File: config.mk
export PLATFORM = sky130hd
export DESIGN_NAME = dcache_writeback
export DESIGN_NICKNAME = d
export VERILOG_FILES = /design/src/hw/dcache_pkg.sv /design/src/hw/dcache_writeback.sv
export VERILOG_INCLUDE_DIRS = /design/src /design/src/hw
export SDC_FILE = /design/constraint.sdc
export NUM_CORES = 1
export LEC_CHECK = 0
export ABC_AREA = 1
export BUFFER_PORTS_ARGS = -buffer_cell sky130_fd_sc_hd__buf_2
export CAP_MARGIN = 10
export CORE_UTILIZATION = 45
export DETAILED_ROUTE_END_ITERATION = 12
export PLACE_DENSITY = 0.79
export SLEW_MARGIN = 20
export SYNTH_ARGS = -nofsm -noshare
export SYNTH_HDL_FRONTEND = slang
export SYNTH_SLANG_ARGS = --single-unit
File: constraint.sdc
create_clock -name I_clk -period 10.9 [get_ports I_clk]
set_clock_uncertainty 0.2 [all_clocks]
set_input_delay 1.635 -clock I_clk [delete_from_list [all_inputs] [get_ports I_clk]]
set_output_delay 1.635 -clock I_clk [all_outputs]
set_load 0.05 [all_outputs]
File: src/hw/dcache_defines.svh
`ifndef DCACHE_DEFINES_SVH
`define DCACHE_DEFINES_SVH

// address split, tag | index | offset
`define DC_ADDR_W   32
`define DC_OFFSET_W 5
`define DC_INDEX_W  6
`define DC_TAG_W    21

// 64 sets of two ways
`define DC_SETS     (1 << `DC_INDEX_W)

// line fill and write-back burst, 8 bytes per beat
`define DC_BEATS    4
`define DC_LINE_W   256

`endif
File: src/hw/dcache_pkg.sv
`include "dcache_defines.svh"

package dcache_pkg;

    // one full cache line
    typedef logic [`DC_LINE_W-1:0] line_t;

    // main controller FSM
    typedef enum logic [3:0] {
        IDLE,
        RD_HIT,
        WR_HIT,
        RD_MISS,
        WR_MISS,
        RD_RELOAD,
        WR_RELOAD,
        RD_WB,
        WR_WB,
        RD_ALLOCATE,
        WR_ALLOCATE
    } ctrl_state_e;

    // victim write-back sequencer
    typedef enum logic [1:0] {
        WB_IDLE,
        WB_ADDR,
        WB_DATA
    } wb_state_e;

    // decoded cpu request
    typedef enum logic [1:0] {
        OP_NONE,
        OP_READ,
        OP_WRITE
    } cpu_op_e;

endpackage

File: src/hw/dcache_writeback.sv
`timescale 1ns/100ps
`include "dcache_defines.svh"

module dcache_writeback (
    input  logic                  I_clk,
    input  logic                  I_rst,
    input  logic                  wb_start,
    input  logic [`DC_ADDR_W-1:0] wb_addr,
    input  dcache_pkg::line_t     wb_line,
    output logic                  wb_done,
    output logic [`DC_ADDR_W-1:0] mem_awaddr,
    output logic                  mem_awvalid,
    input  logic                  mem_awready,
    output logic [63:0]           mem_wdata,
    output logic                  mem_wvalid,
    output logic                  mem_wlast,
    input  logic                  mem_wready,
    input  logic                  mem_bvalid
);
    import dcache_pkg::*;

    localparam int BEAT_W = $clog2(`DC_BEATS);

    wb_state_e             state;
    line_t                 line_q;
    logic [`DC_ADDR_W-1:0] addr_q;
    logic [BEAT_W-1:0]     beat;
    // only the response is left after the last beat
    logic                  resp_wait;
    logic                  w_fire;

    assign mem_awaddr  = addr_q;
    assign mem_awvalid = (state == WB_ADDR);
    assign mem_wvalid  = (state == WB_DATA) && !resp_wait;
    assign mem_wdata   = line_q[beat * 64 +: 64];
    assign mem_wlast   = (state == WB_DATA) && (beat == BEAT_W'(`DC_BEATS - 1));
    assign w_fire      = mem_wvalid && mem_wready;
    assign wb_done     = (state == WB_DATA) && resp_wait && mem_bvalid;

    // victim capture
    always_ff @(posedge I_clk) begin
        if (state == WB_IDLE && wb_start) begin
            line_q <= wb_line;
            addr_q <= wb_addr;
        end
    end

    always_ff @(posedge I_clk) begin
        if (I_rst) begin
            state     <= WB_IDLE;
            beat      <= '0;
            resp_wait <= 1'b0;
        end else begin
            case (state)
                WB_IDLE: begin
                    if (wb_start) begin
                        state <= WB_ADDR;
                        beat  <= '0;
                    end
                end
                WB_ADDR: begin
                    if (mem_awready) begin
                        state <= WB_DATA;
                    end
                end
                WB_DATA: begin
                    if (w_fire) begin
                        beat <= beat + 1'b1;
                        if (mem_wlast) begin
                            resp_wait <= 1'b1;
                        end
                    end else if (wb_done) begin
                        state     <= WB_IDLE;
                        resp_wait <= 1'b0;
                    end
                end
                default: state <= WB_IDLE;
            endcase
        end
    end

endmodule

==> metrics.md <==
| Metric | Value |
|---|---|
| Required time of the critical path | `9070 ps` |
| CP Launch Type | `register` |
| Compound-Gate Fraction of Synth Area | `roughly a tenth` |
| Area contributors post-synth | `edfxtp_1 81%, nor2_1 4.8%, o21ai_0 4.4%` |
| Arrival time worst endpoint | `3270 ps` |
| Fmax | `0.196 GHz` |
| Initial antenna violation count | `5` |
| TritonCTS buffer count | `30` |
| RSZ-0062 raised after global routing | `false` |
| Crit Path Max Fanout | `83` |
| Setup TNS | `0 ps` |
| Final setup fails | `0` |
| Die ar. | `24,300 µm²` |
| Final cycle utilization of the critical path | `a little under half` |
| CTS max path bufs | `3` |
| Syn Inst Count | `about 690` |
| Post-Synth Simple-Gate Area | `under 10%` |
| Async set or reset register ratio after synthesis | `0%` |
| CTS root buffer | `clkbuf_16` |
| DRT Pass-1 Iters | `5` |
| Rows | `55` |
| Post-synth EDFFs | `roughly 290` |
| Worst vdd ir | `between 0.15 and 0.2 mV` |
| Gr usage total | `a little over a fifth` |
| Vias in the first global route | `7,326` |
| Syn nets | `around 990` |
| WL final | `between 20,000 and 30,000 µm` |
| Post-Synth Adder-Cell Area | `less than 1%` |
| Sinks on Clock Net | `293` |
| Post-CTS Setup Inserts | `0` |
| Status | `complete, no violations` |
| First-pass GRT wire length | `between 30,000 and 40,000 µm` |
| Period minus WS final | `roughly 5100 ps` |
| Slowest stage delay, CP | `between 700 and 800 ps` |
| Mux contribution to synthesized area | `0%` |
| Area leader, netlist | `edfxtp_1` |
| DR WL/cell | `about 19 µm` |
| Yosys reg bits | `a little under 300` |
| Synthesized-area fraction occupied by xor and xnor cells | `0%` |
| Post-CTS sizing | `0` |
| Routability cong. | `~0.85` |
| Max cap viols | `0` |
| HPWL after DPL | `17,300 µm` |
| Post-synth top cells | `288 x edfxtp_1, 136 x nor2_1, 94 x o21ai_0, 64 x o22ai_1, 34 x o21ai_1` |
| Clock latency on the worst-skew pair | `approximately 530 ps` |
| Clock-pin slew on the worst setup and hold paths | `about 60 ps` |
| Largest net degree at the start of global routing | `~170` |
| Core footprint | `~23,000 µm²` |
| Avg Cell Area, Syn | `~15 µm²` |
| Worst setup EP type | `primary output` |
| Critical-path top delay cell | `inv_4` |
| Post-cts hold buffer count | `0` |
| Die height | `around 160 µm` |
| Post-detailed-route via-to-cell ratio | `5.15` |
| Top-area cell type share of the netlist area | `~80%` |
| DIE WIDTH | `156 µm` |
| Antenna viol nets, final | `0` |
| H-tree Lvls | `1` |
| Vias | `7,322` |
| Crit-path cells | `inv_4, buf_4, o21ai_0, o22ai_1, buf_2` |
| Number of I/O pins | `slightly below 400` |
| Initial Util | `roughly 47%` |
| Nets | `1,376` |
| Cell Area, Synth | `roughly 11,000 µm²` |
| GRT overflow | `0` |
| Hold Crit Class | `reg -> reg` |
| # port buffers | `around 390` |
| Synth cell types | `17` |
| Syn-to-layout area delta | `30.6%` |
| Share of cells above drive strength 1 | `between 40% and 50%` |
| Hold Vio Cnt, Final | `0` |
| Largest family of logic cells by synthesized area | `compound AO/OA/AOI/OAI gates` |
| DRC viols | `0` |
| Pwr dens | `between 200 and 250 nW/µm²` |
| Slew @ Worst Pin | `between 900 and 1000 ps` |
| Pleak | `~5.5 nW` |
| Slew margin rel. | `between 30% and 40%` |
| Hold slack | `~320 ps` |
| YS warnings | `0` |
| Crit Path Class | `reg -> out` |
| Post-synthesis sequential area ratio | `slightly above 80%` |
| DR iter-0 viols | `between 500 and 600` |
| Max Slew Vio Count | `0` |
| Post-layout util | `approximately three fifths` |
| Top_reg_cell synth | `edfxtp_1` |
| CTS tree | `built` |
| Most frequent cell after synthesis | `edfxtp_1` |
| Filler cells | `roughly 1,700` |
[layout make-up]
class	count	area (µm²)	area share, %
inverters	11	51.3	0.368
flip-flops and latches	293	8750	62.8
well taps	313	392	2.81
multi-input cells	347	1650	11.8
clock inverters	13	186	1.34
clock buffers	42	877	6.29
diodes	5	12.5	0.0898
repair buffers	398	2020	14.5
[flip-flops by register name, indices dropped and copies added (netlist names)]
signal	flops
line_q	256
mem_awaddr	32
beat	2
state	2
resp_wait	1
[final timing paths]
path | from | end | slack, ps | cells after the start
worst max-delay path | beat[0] | mem_wdata[50] | 5800 | 5
worst min-delay path | resp_wait | resp_wait | 320 | 2
worst max register to register | state[1] | line_q[154] | 8170 | 4
worst min register to register | resp_wait | resp_wait | 320 | 2
[worst max-delay path: cells and delay by family, from the launching register on]
family | cells | cell delay, ps
buffers and inverters | 3 | 1620
DFF | 1 | 550
AOI/OAI and AO/OA | 2 | 500
[placed cells by master, fill, tap and decap left out, types with 3 or more instances in the layout]
cell       netlist  final
inv_1            9      8
dfxtp_1          5      3
bufinv_16        0      5
clkinv_1         0      3
clkbuf_16        0     31
nand2_1          8      8
buf_4            8      4
o21ai_1         34     34
clkinv_2         0      5
nor2_1         136    136
a21oi_1          5      5
clkbuf_1        24      5
buf_2            5    393
diode_2          0      5
o22ai_1         64     64
o21ai_0         94     94
nand3_1          4      4
clkbuf_8         0      6
edfxtp_1       288    288
[routing by layer]
layer / track usage, % / vias to the layer above / wire [µm]
met5: 0 / - / 0
met4: 9.99 / 0 / 1050
met3: 5.47 / 75 / 2080
met2: 37.8 / 347 / 14000
met1: 22.8 / 3499 / 9720
li1: - / 3401 / -
[cells by family (layout without fill, tap and decap cells)]
| family | after synthesis | count (layout) |
|---|---|---|
| and+or+nand+nor | 149 | 149 |
| buffers and inverters | 53 | 464 |
| other | 0 | 5 |
| AOI/OAI and AO/OA | 197 | 197 |
| DFF | 293 | 293 |
| adders and majority gates | 1 | 1 |
[metrics by stage]
step / instance area, µm² / cells / total power, mW / setup slack (ps)
after floorplan: 10700 / 693 / 1.65 / 2770
after global placement: 12900 / 1362 / 1.75 / 6620
after detailed placement: 12900 / 1362 / 1.76 / 6520
after CTS: 13900 / 1417 / 2.84 / 5830
after global routing: 13900 / 1420 / 2.90 / 5630
final: 13900 / 1422 / 2.82 / 5800
[where the power goes]
group          internal [mW]  switching (mW)  leakage, nW
registers               1.34          0.0230         2.80
clock network          0.675           0.409        0.526
logic                 0.0943           0.282         2.22
Power figures use the tool's default switching activity.
